[src/hw/mips_ctrl_pkg.sv]
`default_nettype none

package mips_ctrl_pkg;

   ////////////////////
   // Field types
   ////////////////////

   typedef logic [31:0] instr_t;
   typedef logic [5:0]  opcode_t;   // Instruction bits 31:26
   typedef logic [5:0]  funct_t;    // Instruction bits 5:0

   // Bit 2 signed, bits 1:0 size (0 none, 1 byte, 2 half, 3 word)
   typedef logic [2:0]  mem_sel_t;

   ////////////////////
   // ALU encodings
   ////////////////////

   typedef enum logic [1:0]
   {
      ALU_OP_MEM   = 2'd0,   // Loads, stores, LUI
      ALU_OP_JUMP  = 2'd1,   // Branches and jumps
      ALU_OP_ARITH = 2'd2    // R-type and immediate ALU ops
   } alu_op_e;

   typedef enum logic [3:0]
   {
      ALU_CTRL_AND  = 4'd0,
      ALU_CTRL_OR   = 4'd1,
      ALU_CTRL_ADD  = 4'd2,
      ALU_CTRL_SUB  = 4'd6,
      ALU_CTRL_SLT  = 4'd7,
      ALU_CTRL_LUI  = 4'd8,
      ALU_CTRL_XOR  = 4'd9,
      ALU_CTRL_NOR  = 4'd10,
      ALU_CTRL_SLL  = 4'd11,
      ALU_CTRL_SRL  = 4'd12,
      ALU_CTRL_SRA  = 4'd13,
      ALU_CTRL_JUMP = 4'd14
   } alu_ctrl_e;

   ////////////////////
   // Datapath control word
   ////////////////////

   typedef struct packed
   {
      logic     reg_dst;      // Write rd instead of rt
      logic     reg_write;
      logic     alu_src;      // Second operand from immediate
      logic     mem_read;
      logic     mem_write;
      logic     mem_to_reg;   // Writeback from data memory
      mem_sel_t mem_sel;
   } ctrl_word_t;

   // Opcodes
   localparam opcode_t OP_SPECIAL = 6'd0;
   localparam opcode_t OP_J       = 6'd2;
   localparam opcode_t OP_JAL     = 6'd3;
   localparam opcode_t OP_BEQ     = 6'd4;
   localparam opcode_t OP_BNE     = 6'd5;
   localparam opcode_t OP_ADDI    = 6'd8;
   localparam opcode_t OP_SLTI    = 6'd10;
   localparam opcode_t OP_ANDI    = 6'd12;
   localparam opcode_t OP_ORI     = 6'd13;
   localparam opcode_t OP_XORI    = 6'd14;
   localparam opcode_t OP_LUI     = 6'd15;
   localparam opcode_t OP_LB      = 6'd32;
   localparam opcode_t OP_LH      = 6'd33;
   localparam opcode_t OP_LW      = 6'd35;
   localparam opcode_t OP_LBU     = 6'd36;
   localparam opcode_t OP_LHU     = 6'd37;
   localparam opcode_t OP_LWU     = 6'd39;
   localparam opcode_t OP_SB      = 6'd40;
   localparam opcode_t OP_SH      = 6'd41;
   localparam opcode_t OP_SW      = 6'd43;

   // Funct codes under OP_SPECIAL
   localparam funct_t FN_SLL  = 6'd0;
   localparam funct_t FN_SRL  = 6'd2;
   localparam funct_t FN_SRA  = 6'd3;
   localparam funct_t FN_SLLV = 6'd4;
   localparam funct_t FN_SRLV = 6'd6;
   localparam funct_t FN_SRAV = 6'd7;
   localparam funct_t FN_JR   = 6'd8;
   localparam funct_t FN_JALR = 6'd9;
   localparam funct_t FN_ADDU = 6'd33;
   localparam funct_t FN_SUBU = 6'd35;
   localparam funct_t FN_AND  = 6'd36;
   localparam funct_t FN_OR   = 6'd37;
   localparam funct_t FN_XOR  = 6'd38;
   localparam funct_t FN_NOR  = 6'd39;
   localparam funct_t FN_SLT  = 6'd42;

endpackage

`default_nettype wire

[src/hw/main_decoder.sv]
`timescale 1ns/1ns
`default_nettype none

module main_decoder
(
   input  wire mips_ctrl_pkg::instr_t i_instruction,
   output mips_ctrl_pkg::ctrl_word_t  o_ctrl,
   output mips_ctrl_pkg::alu_op_e     o_alu_op
);

   import mips_ctrl_pkg::*;

   opcode_t opcode;
   funct_t  funct;

   assign opcode = i_instruction[31:26];
   assign funct  = i_instruction[5:0];

   function automatic ctrl_word_t load_word(input mem_sel_t sel);
      ctrl_word_t w;
      w            = '0;
      w.reg_write  = 1'b1;
      w.alu_src    = 1'b1;
      w.mem_read   = 1'b1;
      w.mem_to_reg = 1'b1;
      w.mem_sel    = sel;
      return w;
   endfunction

   function automatic ctrl_word_t store_word(input mem_sel_t sel);
      ctrl_word_t w;
      w           = '0;
      w.alu_src   = 1'b1;
      w.mem_write = 1'b1;
      w.mem_sel   = sel;
      return w;
   endfunction

   always_comb
   begin
      o_ctrl   = '0;           // Unknown encodings stay all zero
      o_alu_op = ALU_OP_MEM;
      if (opcode == OP_SPECIAL)
      begin
         case (funct)
            FN_SLL, FN_SRL, FN_SRA:
            begin
               o_ctrl.reg_dst   = 1'b1;
               o_ctrl.reg_write = 1'b1;
               o_ctrl.alu_src   = 1'b1;   // Shift amount from shamt
               o_alu_op         = ALU_OP_ARITH;
            end
            FN_SLLV, FN_SRLV, FN_SRAV, FN_ADDU, FN_SUBU,
            FN_AND, FN_OR, FN_XOR, FN_NOR, FN_SLT:
            begin
               o_ctrl.reg_dst   = 1'b1;
               o_ctrl.reg_write = 1'b1;
               o_alu_op         = ALU_OP_ARITH;
            end
            FN_JR:
               o_alu_op = ALU_OP_JUMP;    // No writeback
            FN_JALR:
            begin
               o_ctrl.reg_dst   = 1'b1;
               o_ctrl.reg_write = 1'b1;
               o_alu_op         = ALU_OP_JUMP;
            end
            default: ;
         endcase
      end
      else
      begin
         case (opcode)
            OP_LB:  o_ctrl = load_word(3'd5);
            OP_LH:  o_ctrl = load_word(3'd6);
            OP_LW:  o_ctrl = load_word(3'd7);
            OP_LWU: o_ctrl = load_word(3'd3);
            OP_LBU: o_ctrl = load_word(3'd1);
            OP_LHU: o_ctrl = load_word(3'd2);
            OP_SB:  o_ctrl = store_word(3'd1);
            OP_SH:  o_ctrl = store_word(3'd2);
            OP_SW:  o_ctrl = store_word(3'd3);
            OP_ADDI, OP_ANDI, OP_ORI, OP_XORI, OP_SLTI, OP_LUI:
            begin
               o_ctrl.reg_write = 1'b1;
               o_ctrl.alu_src   = 1'b1;
               o_alu_op = (opcode == OP_LUI) ? ALU_OP_MEM : ALU_OP_ARITH;
            end
            OP_BEQ, OP_BNE:
            begin
               o_ctrl.alu_src = 1'b1;
               o_alu_op       = ALU_OP_JUMP;
            end
            OP_J:
               o_alu_op = ALU_OP_JUMP;
            OP_JAL:
            begin
               o_ctrl.reg_dst   = 1'b1;
               o_ctrl.reg_write = 1'b1;   // Link register
               o_alu_op         = ALU_OP_JUMP;
            end
            default: ;
         endcase
      end
   end

endmodule

`default_nettype wire

[src/hw/alu_control.sv]
`timescale 1ns/1ns
`default_nettype none

module alu_control
(
   input  wire mips_ctrl_pkg::alu_op_e i_alu_op,
   input  wire mips_ctrl_pkg::instr_t  i_instruction,
   output mips_ctrl_pkg::alu_ctrl_e    o_alu_ctrl
);

   import mips_ctrl_pkg::*;

   opcode_t opcode;
   funct_t  funct;

   assign opcode = i_instruction[31:26];
   assign funct  = i_instruction[5:0];

   // Class comes from the register, opcode and funct from the live instruction
   always_comb
   begin
      case (i_alu_op)
         ALU_OP_MEM:
            o_alu_ctrl = (opcode == OP_LUI) ? ALU_CTRL_LUI : ALU_CTRL_ADD;
         ALU_OP_JUMP:
            o_alu_ctrl = ALU_CTRL_JUMP;
         ALU_OP_ARITH:
         begin
            if (opcode == OP_SPECIAL)
            begin
               case (funct)
                  FN_SLL, FN_SLLV: o_alu_ctrl = ALU_CTRL_SLL;
                  FN_SRL, FN_SRLV: o_alu_ctrl = ALU_CTRL_SRL;
                  FN_SRA, FN_SRAV: o_alu_ctrl = ALU_CTRL_SRA;
                  FN_ADDU:         o_alu_ctrl = ALU_CTRL_ADD;
                  FN_SUBU:         o_alu_ctrl = ALU_CTRL_SUB;
                  FN_AND:          o_alu_ctrl = ALU_CTRL_AND;
                  FN_OR:           o_alu_ctrl = ALU_CTRL_OR;
                  FN_XOR:          o_alu_ctrl = ALU_CTRL_XOR;
                  FN_NOR:          o_alu_ctrl = ALU_CTRL_NOR;
                  FN_SLT:          o_alu_ctrl = ALU_CTRL_SLT;
                  default:         o_alu_ctrl = ALU_CTRL_ADD;
               endcase
            end
            else
            begin
               case (opcode)
                  OP_ADDI: o_alu_ctrl = ALU_CTRL_ADD;
                  OP_ANDI: o_alu_ctrl = ALU_CTRL_AND;
                  OP_ORI:  o_alu_ctrl = ALU_CTRL_OR;
                  OP_XORI: o_alu_ctrl = ALU_CTRL_XOR;
                  OP_SLTI: o_alu_ctrl = ALU_CTRL_SLT;
                  default: o_alu_ctrl = ALU_CTRL_ADD;
               endcase
            end
         end
         default:
            o_alu_ctrl = ALU_CTRL_SUB;   // Unused class 3
      endcase
   end

endmodule

`default_nettype wire

[src/hw/stage_hold.sv]
`timescale 1ns/1ns
`default_nettype none

module stage_hold
(
   input  wire                         i_clock,
   input  wire                         i_soft_reset,
   input  wire                         i_enable,
   input  wire mips_ctrl_pkg::ctrl_word_t i_ctrl,
   input  wire mips_ctrl_pkg::alu_op_e    i_alu_op,
   output mips_ctrl_pkg::ctrl_word_t      o_ctrl,
   output mips_ctrl_pkg::alu_op_e         o_alu_op
);

   import mips_ctrl_pkg::*;

   ctrl_word_t held_ctrl;   // Last decode seen with enable high

   always_ff @(posedge i_clock)
   begin
      if (!i_soft_reset)
      begin
         held_ctrl <= '0;
         o_alu_op  <= ALU_OP_MEM;
      end
      else if (i_enable)
      begin
         held_ctrl <= i_ctrl;
         o_alu_op  <= i_alu_op;   // One cycle behind the instruction
      end
   end

   // Live decode while enabled, held word while stalled
   assign o_ctrl = i_enable ? i_ctrl : held_ctrl;

endmodule

`default_nettype wire

[src/hw/mips_control.sv]
`timescale 1ns/1ns
`default_nettype none

module mips_control
(
   input  wire                         i_clock,
   input  wire                         i_soft_reset,
   input  wire mips_ctrl_pkg::instr_t  i_instruction,
   input  wire                         i_enable,
   output mips_ctrl_pkg::ctrl_word_t   o_ctrl,
   output mips_ctrl_pkg::alu_op_e      o_alu_op,
   output mips_ctrl_pkg::alu_ctrl_e    o_alu_ctrl
);

   import mips_ctrl_pkg::*;

   ctrl_word_t dec_ctrl;     // Decode of the current instruction
   alu_op_e    dec_alu_op;

   ////////////////////
   // Decode
   ////////////////////

   main_decoder u_main_decoder
   (
      .i_instruction (i_instruction),
      .o_ctrl        (dec_ctrl),
      .o_alu_op      (dec_alu_op)
   );

   stage_hold u_stage_hold
   (
      .i_clock      (i_clock),
      .i_soft_reset (i_soft_reset),
      .i_enable     (i_enable),
      .i_ctrl       (dec_ctrl),
      .i_alu_op     (dec_alu_op),
      .o_ctrl       (o_ctrl),
      .o_alu_op     (o_alu_op)
   );

   ////////////////////
   // ALU code
   ////////////////////

   alu_control u_alu_control
   (
      .i_alu_op      (o_alu_op),       // Registered class
      .i_instruction (i_instruction),  // Current instruction
      .o_alu_ctrl    (o_alu_ctrl)
   );

endmodule

`default_nettype wire

[config.mk]
export PLATFORM = sky130hd
export DESIGN_NAME = mips_control
export DESIGN_NICKNAME = d
export VERILOG_FILES = /design/src/hw/mips_ctrl_pkg.sv /design/src/hw/main_decoder.sv /design/src/hw/alu_control.sv /design/src/hw/stage_hold.sv /design/src/hw/mips_control.sv
export SDC_FILE = /design/constraint.sdc
export NUM_CORES = 1
export LEC_CHECK = 0
export CAP_MARGIN = 20
export CORE_ASPECT_RATIO = 2
export CORE_MARGIN = 4
export CORE_UTILIZATION = 35
export CTS_CLUSTER_DIAMETER = 100
export DETAILED_ROUTE_END_ITERATION = 6
export DONT_BUFFER_PORTS = 1
export HOLD_SLACK_MARGIN = 0.03
export PLACE_DENSITY = 0.48
export SYNTH_ARGS = -nofsm -noshare
export SYNTH_HDL_FRONTEND = slang
export SYNTH_HIERARCHICAL = 1
export SYNTH_SLANG_ARGS = --single-unit
[constraint.sdc]
create_clock -name i_clock -period 4.35 [get_ports i_clock]
set_input_delay 0.6525 -clock i_clock [delete_from_list [all_inputs] [get_ports i_clock]]
set_output_delay 0.6525 -clock i_clock [all_outputs]
set_load 0.03 [all_outputs]
==> run metrics, run 1 <==
crit path time final=2610 ps; Starting Density=36.2%; Post-Syn Nets=170; clk slew on worst S/H paths=50 ps; NetSw=0.0000624 W; Cells on Worst Hold Path=1; DIE AREA=0.00409 mm²; Slew @ Worst Pin=760 ps; first-pass GRT wire length=4280 µm; Routed WL per cell=15.9 µm; clk sinks=11; Post-synth EDFFs=0; Worst Path Max Fanout=8; Placeable Area=0.00298 mm²; largest net degree at the start of global routing=16; share of power burned in registers=41.4%; Vias/cell=5.75; routed vias=932; setup bufs post-CTS=0; f_max=0.384 GHz; Lkg Pwr=0.469 nW; syn_area_per_cell=8.17 µm²; area leader, netlist=dfxtp_1; required time of the critical path=3700 ps; Area Overhead vs Synth=5.10%; Synth Instances=132; synth top area cells=dfxtp_1 20%, mux2_4 11%, and2_1 4.6%, mux2i_1 3.7%, ha_1 3.5%; router iterations before antenna repair=3; post-synthesis cell type count=51; clock network power share=39.2%; DRT iter0 DRCs=23; gr usage total=13.8%; setup TNS=0 ps; # setup viols final=0; Startpoint Class=flop; Clock Latency Late Sink=230 ps; Resize count post-CTS=0; most instantiated cells after synthesis=11 x dfxtp_1, 10 x nand2_1, 9 x nor2_1; R2R depth=2; Setup Crit Path Kind=reg -> out; initial antenna violation count=0; met3 Use GR=2.29%; clock buffer depth=2; layout cells sized above 1=14.4%; Power Density=224 mW/mm²; asr flop ratio synth=0%; count leader, synth=dfxtp_1; Critical Path End Type=primary output; storage element area=220 µm²; FF+latch count, synth=11; met1 Resource Use GR=14.6%; clock skew=0 ps; Switching Share=24.6%; Die Height=86.5 µm; Mapped Area=0.00108 mm²; fillers=320; Post-CTS Hold Fix Bufs=0; Max-slew headroom=49.2%; CTS tree=done; GRT Residual Overflow=0; GR Layer Usage met2=24.1%; Hold Violations, Final=0; Multi-input gate area=801 µm²; Pint=0.000191 W; Final Cycle Share=59.9%; Setup WS post-layout=1740 ps; GR peak layer=met2; ANT nets after route=0; worst slack, placed=1760 ps; RePlAce Congestion=0.746; final max-slew violation count=0; WL final=2570 µm; htree depth=1; area share of the largest cell type after synthesis=20.4%; placement row count=28; port bufs=0; WP data arrival=1950 ps; Top FF cell, synth=dfxtp_1; sequential-to-total area share from yosys stat=20.4%; IR drop worst, VDD=166 µV; DP HPWL=2020 µm; root buf cell=clkbuf_8; Ys Warns=6; Ports=50; Die W=47.3 µm; part of the power in combinational logic=19.4%; Hold Path Class=in -> reg; RSZ-0062 raised after global routing=no; Hold WS=538 ps; vias in the first global route=961; Inserted Diodes=0; status=finished, final reports clean; DRC Markers=0; max-capacitance violation count=0; Num CTS Buffers=3; # nets final=171
[cell families after synthesis]
family          share of synthesized area, %
xor+xnor                               0.812
simple gates                            35.8
buf+inv                                 5.34
mux                                     16.9
compound gates                          17.2
fa+ha+maj                               3.48
flops                                   20.4
[routing by layer]
| metal | wire [µm] | part of all wire, % | vias to the layer above |
|---|---|---|---|
| li1 | - | - | 474 |
| met1 | 1000 | 39 | 432 |
| met2 | 1370 | 53 | 20 |
| met3 | 143 | 5.6 | 6 |
| met4 | 54 | 2.1 | 0 |
| met5 | 0 | 0 | - |
[area by class of cell]
class | count | area share (%)
Clock buffer | 4 | 3.97
Sequential cell | 11 | 19.4
Inverter | 8 | 2.65
Multi-Input combinational cell | 109 | 70.6
Tap cell | 30 | 3.31
[cell usage in the layout, fill, tap and decap left out, types with 2 or more instances in the layout]
| cell | Yosys | routed |
|---|---|---|
| inv_1 | 8 | 8 |
| nor2b_1 | 6 | 6 |
| mux2_2 | 2 | 2 |
| a21oi_1 | 5 | 5 |
| a21o_1 | 2 | 2 |
| and2_1 | 8 | 8 |
| clkbuf_8 | 0 | 3 |
| mux2i_1 | 4 | 4 |
| nand3_1 | 5 | 5 |
| dfxtp_1 | 11 | 11 |
| o21ai_1 | 4 | 4 |
| nor3_1 | 2 | 2 |
| nand2_1 | 10 | 10 |
| o32a_1 | 2 | 2 |
| nand2b_1 | 4 | 4 |
| nor2_1 | 9 | 9 |
| mux2_4 | 8 | 8 |
| ha_1 | 3 | 3 |
| and3_1 | 3 | 3 |
| and2b_1 | 2 | 2 |
| o21ai_0 | 3 | 3 |
[power groups by stage]
stage	combinational [W]	sequential, W	clock (W)
finish	0.0000494	0.000105	0.0000995
global route	0.0000545	0.000105	0.000109
CTS	0.0000495	0.000105	0.000105
detailed placement	0.0000492	0.000107	0
global placement	0.0000483	0.000107	0
floorplan	0.0000487	0.000107	0
[stage by stage]
stage / cells / cell area [µm²] / util, % / power [W]
floorplan: 132 / 1080 / - / 0.000155
global placement: 158 / 1090 / 36.6 / 0.000155
detailed placement: 158 / 1090 / 36.6 / 0.000156
CTS: 162 / 1130 / 38.1 / 0.000260
global route: 162 / 1130 / 38.1 / 0.000269
finish: 162 / 1130 / 38.1 / 0.000254
[worst max-delay path: stages (launching register included)]
cell	delay (ps)
dfxtp_1	670
nand2b_2	140
mux2_2	290
o32a_1	290
o21ai_1	340
[flip-flops by register name (all words and copies together), names as in the netlist]
signal / flops
u_stage_hold/held_ctrl: 9
u_stage_hold/o_alu_op: 2
[worst paths after layout]
| kind | endpoint | start | slack (ps) |
|---|---|---|---|
| max | o_alu_ctrl[3] | u_stage_hold/o_alu_op[1] | 1740 |
| min | u_stage_hold/held_ctrl[4] | i_soft_reset | 540 |
| max reg2reg | u_stage_hold/o_alu_op[1] | u_stage_hold/o_alu_op[1] | 3370 |
| min reg2reg | u_stage_hold/held_ctrl[5] | u_stage_hold/held_ctrl[5] | 660 |
No activity file was read; power rests on OpenSTA's default activity.
==> run 2, diff against run 1 <==
clock period = 2.5 ns   (was 4.35 ns; I/O delays follow)
==> run 2 against run 1 <==
  * Worst hold slack worse by 270 ps
  * Sequential share of layout area down 0.50 points
  * Combinational power up 81%
  * Sequential cell count unchanged
  * Wire length up 1.6%
  * Global-route usage down 0.17 points
  * Die area unchanged
  * First-iteration DRC count up 43%
  * Core utilization up 1.0 points
==> run metrics, run 2 (synthesis results as in run 1) <==
ANT nets after route=0; fillers=309; first-pass GRT wire length=4230 µm; Num CTS Buffers=3; required time of the critical path=2120 ps; DRT iter0 DRCs=33; setup bufs post-CTS=0; IR drop worst, VDD=255 µV; layout cells sized above 1=16.9%; DP HPWL=2050 µm; Inserted Diodes=0; final max-slew violation count=0; WL final=2620 µm; Lkg Pwr=0.491 nW; Area Overhead vs Synth=7.89%; GRT Residual Overflow=0; clock buffer depth=2; Max-slew headroom=76.5%; Power Density=380 mW/mm²; Top reg by flops=u_stage_hold/held_ctrl; RSZ-0062 raised after global routing=no; worst slack, placed=686 ps; # setup viols final=0; Crit-path slowest cell=dfxtp_1; clk sinks=11; Resize count post-CTS=0; f_max=0.485 GHz; vias in the first global route=980; Regs by FF count=u_stage_hold/held_ctrl: 9 flops, u_stage_hold/o_alu_op: 2 flops; RePlAce Congestion=0.789; clk slew on worst S/H paths=50 ps; Starting Density=36.2%; CP bufs+invs=2; gr usage total=13.6%; hold_sp=i_soft_reset; htree depth=1; Hold WS=265 ps; WP data arrival=1690 ps; cell family with most CP delay=buffers and inverters; Critical Path End Type=primary output; router iterations before antenna repair=4; Post-CTS Hold Fix Bufs=0; Slew @ Worst Pin=344 ps; # nets final=175; Vias/cell=5.74; DRC Markers=0; Die Height=86.5 µm; R2R depth=2; Worst Path Max Fanout=6; commonest cells after routing, fill and taps aside=11 x dfxtp_1, 10 x nand2_1, 9 x nor2_1; crit path from=u_stage_hold/o_alu_op[1]; Final Util=39.1%; CTS tree=done; Final Cycle Share=82.5%; max-capacitance violation count=0; max incr delay on CP=350 ps; crit path time final=2060 ps; most frequent CP cell=buf_4; root buf cell=clkbuf_8; crit-path cells=buf_4, nand2b_2, mux2_2, o32a_1, o21ai_1, buf_4; placement row count=28; end of the worst hold path=u_stage_hold/held_ctrl[5]; max reg flops=9; status=finished, final reports clean; DIE AREA=0.00409 mm²; Tot Pwr=0.000443 W; Setup Crit Path Kind=reg -> out; Routed WL per cell=15.8 µm; Clock Latency Late Sink=230 ps; r2r endpoint=u_stage_hold/held_ctrl[6]; setup TNS=0 ps; reg-to-reg startpoint=u_stage_hold/held_ctrl[6]; Worst path depth=6; initial antenna violation count=0; Ports=50; flop-to-flop setup slack=1580 ps; port bufs=0; Startpoint Class=flop; Hold Violations, Final=0; largest net degree at the start of global routing=16; routed vias=953; commonest non-fill, non-tap cell in the layout=dfxtp_1; Die W=47.3 µm; Setup WS post-layout=436 ps; Placeable Area=0.00298 mm²; clock skew=0 ps; Hold Path Class=in -> reg; Cells on Worst Hold Path=1
## run 2: layout make-up
| cell class | instances | area, µm² | area share [%] |
|---|---|---|---|
| inverter | 8 | 30.0 | 2.58 |
| tap | 30 | 37.5 | 3.23 |
| timing repair buffer | 4 | 30.0 | 2.58 |
| clock buffer | 4 | 45.0 | 3.87 |
| multi-input combinational | 109 | 801 | 68.8 |
| sequential | 11 | 220 | 18.9 |
## run 2: worst max path at each step
stage,endpoint,slack (ps)
5_1_grt,o_alu_ctrl[3],340
3_5_place_dp,o_alu_ctrl[0],690
4_1_cts,o_alu_ctrl[3],420
6_report,o_alu_ctrl[3],440
2_1_floorplan,o_alu_ctrl[0],540
3_3_place_gp,o_ctrl[7],690
## run 2: stage by stage
stage / instance area (µm²) / cells
floorplan: 1080 / 132
global placement: 1120 / 162
detailed placement: 1120 / 162
CTS: 1160 / 166
global route: 1160 / 166
finish: 1160 / 166
## run 2: where the power goes
part | internal (W) | total (W) | switching (W)
clock network | 0.000111 | 0.000172 | 0.0000609
logic | 0.0000433 | 0.0000895 | 0.0000462
registers | 0.000180 | 0.000181 | 0.00000106
## run 2: worst reg2reg max path, stage by stage (launching register included)
cell and delay [ps]:
dfxtp_1 290, mux2_2 340, and2_1 180
## run 2: layer usage
layer,GRT usage [%],share of wire (%),vias to the layer above
met3,2.70,5.8,2
met2,24.4,55,24
li1,-,-,482
met4,5.29,0.92,0
met1,14.3,38,445
met5,0,0,-
==> run 3, diff against run 2 <==
PLACE_DENSITY = 0.5   (was 0.48)
clock period = 1.8 ns   (was 2.5 ns; I/O delays follow)
==> run 3 against run 2 <==
  * Die area is the same
  * First-iteration DRC count shrank 24%
  * Combinational power grew 42%
  * Via count grew 0.94%
  * Core utilization grew 0.38 points
  * Worst hold slack lost 110 ps
  * Clock power grew 41%
  * Critical path type unchanged
  * Largest cell class unchanged
==> run metrics, run 3 (synthesis results as in run 1) <==
status=finished, final reports clean; Worst Path Max Fanout=3; clock skew=0 ps; layout cells sized above 1=18.4%; Die Height=86.5 µm; WP data arrival=1490 ps; crit path time final=1760 ps; vias in the first global route=970; DP HPWL=2060 µm; Tot Pwr=0.000621 W; DRC Markers=0; max reg flops=9; CTS tree=done; # nets final=175; f_max=0.568 GHz; Startpoint Class=flop; GR Layer Usage met2=25.7%; Post-CTS Hold Fix Bufs=0; commonest non-fill, non-tap cell in the layout=nand2_1; Hold Violations, Final=0; clk slew on worst S/H paths=50 ps; Critical Path End Type=primary output; Max-slew headroom=76.5%; first-pass GRT wire length=4300 µm; setup bufs post-CTS=0; htree depth=1; DRT iter0 DRCs=25; clk sinks=11; root buf cell=clkbuf_8; placement row count=28; Ports=50; met3 Use GR=3.33%; final max-slew violation count=0; largest net degree at the start of global routing=16; initial antenna violation count=0; Slew @ Worst Pin=343 ps; Hold Path Class=in -> reg; DIE AREA=0.00409 mm²; Clock Latency Late Sink=230 ps; Regs by FF count=u_stage_hold/held_ctrl: 9 flops, u_stage_hold/o_alu_op: 2 flops; ANT nets after route=0; commonest cells after routing, fill and taps aside=10 x nand2_1, 9 x nor2_1, 9 x mux2_4, 9 x dfxtp_1; design area=0.00117 mm²; GR peak layer=met2; RSZ-0062 raised after global routing=yes; required time of the critical path=1530 ps; Hold WS=159 ps; GRT Residual Overflow=0; IR drop worst, VDD=451 µV; # setup viols final=0; routed vias=962; port bufs=0; Placeable Area=0.00298 mm²; met1 Resource Use GR=14.1%; WL final=2720 µm; Lkg Pwr=0.497 nW; Num CTS Buffers=3; Setup Crit Path Kind=reg -> out; Top reg by flops=u_stage_hold/held_ctrl; max-capacitance violation count=0; clock buffer depth=2; router iterations before antenna repair=4; Starting Density=36.2%; RePlAce Congestion=0.752; Area Overhead vs Synth=8.93%; Inserted Diodes=0; Power Density=528 mW/mm²; Placement Cell Area=0.00112 mm²; Final Cycle Share=97.9%; Routed WL per cell=16.4 µm; gr usage total=13.9%; Vias/cell=5.80; Die W=47.3 µm
==> run 3: cell count changes in the layout (fill, tap and decap cells not counted) <==
cell | previous run | this run
mux2_2 | 2 | 1
dfxtp_1 | 11 | 9
nand2b_4 | 0 | 1
dfxtp_2 | 0 | 2
nand2b_2 | 1 | 0
mux2_4 | 8 | 9
==> run 3: area by class of cell <==
| type | instances | area [µm²] |
|---|---|---|
| clock buffer | 4 | 45.0 |
| fill | 302 | 1800 |
| inverter | 8 | 30.0 |
| multi-input combinational | 109 | 810 |
| sequential | 11 | 223 |
| tap | 30 | 37.5 |
| timing repair buffer | 4 | 30.0 |
==> run 3: worst max-delay path, stage by stage (launching register included) <==
cell      delay [ps]
dfxtp_2          310
nand2b_4         140
mux2_4           260
o32a_1           290
o21ai_1           80
buf_4            170
==> run 3: path summary, 6_finish.rpt <==
check                       startpoint                   endpoint  slack, ps  cells after the start
max           u_stage_hold/o_alu_op[0]              o_alu_ctrl[3]         40                      5
min                       i_soft_reset  u_stage_hold/held_ctrl[7]        160                      1
min reg2reg   u_stage_hold/o_alu_op[1]   u_stage_hold/o_alu_op[1]        570                      2
max reg2reg  u_stage_hold/held_ctrl[6]  u_stage_hold/held_ctrl[6]        880                      2
==> run 3: metrics by stage <==
step | std cells | TNS, ps | worst slack, ps | util (%)
after global routing | 166 | -21.1 | -21.1 | 39.5
after floorplan | 132 | 0 | 24.2 | -
final | 166 | 0 | 38.5 | 39.5
after detailed placement | 162 | 0 | 165 | 37.6
after global placement | 162 | 0 | 188 | 37.6
after CTS | 166 | 0 | 45.0 | 39.3
==> run 3: report_power, final <==
part           internal, W  total, W  switching (W)
clock network     0.000155  0.000243      0.0000875
registers         0.000249  0.000251     0.00000183
logic            0.0000615  0.000127      0.0000655
total             0.000466  0.000621       0.000155
==> run 3: metal layers <==
metal  vias to the layer above  part of all wire (%)
li1                        479                     -
met4                         0                  0.77
met3                         4                   7.1
met2                        32                    55
met5                         -                     0
met1                       447                    38
==> run 3: what timing repair did <==
item,CTS,global route
gates resized for setup,1,2
endpoints found under the setup margin,1,1
cloned,0,0
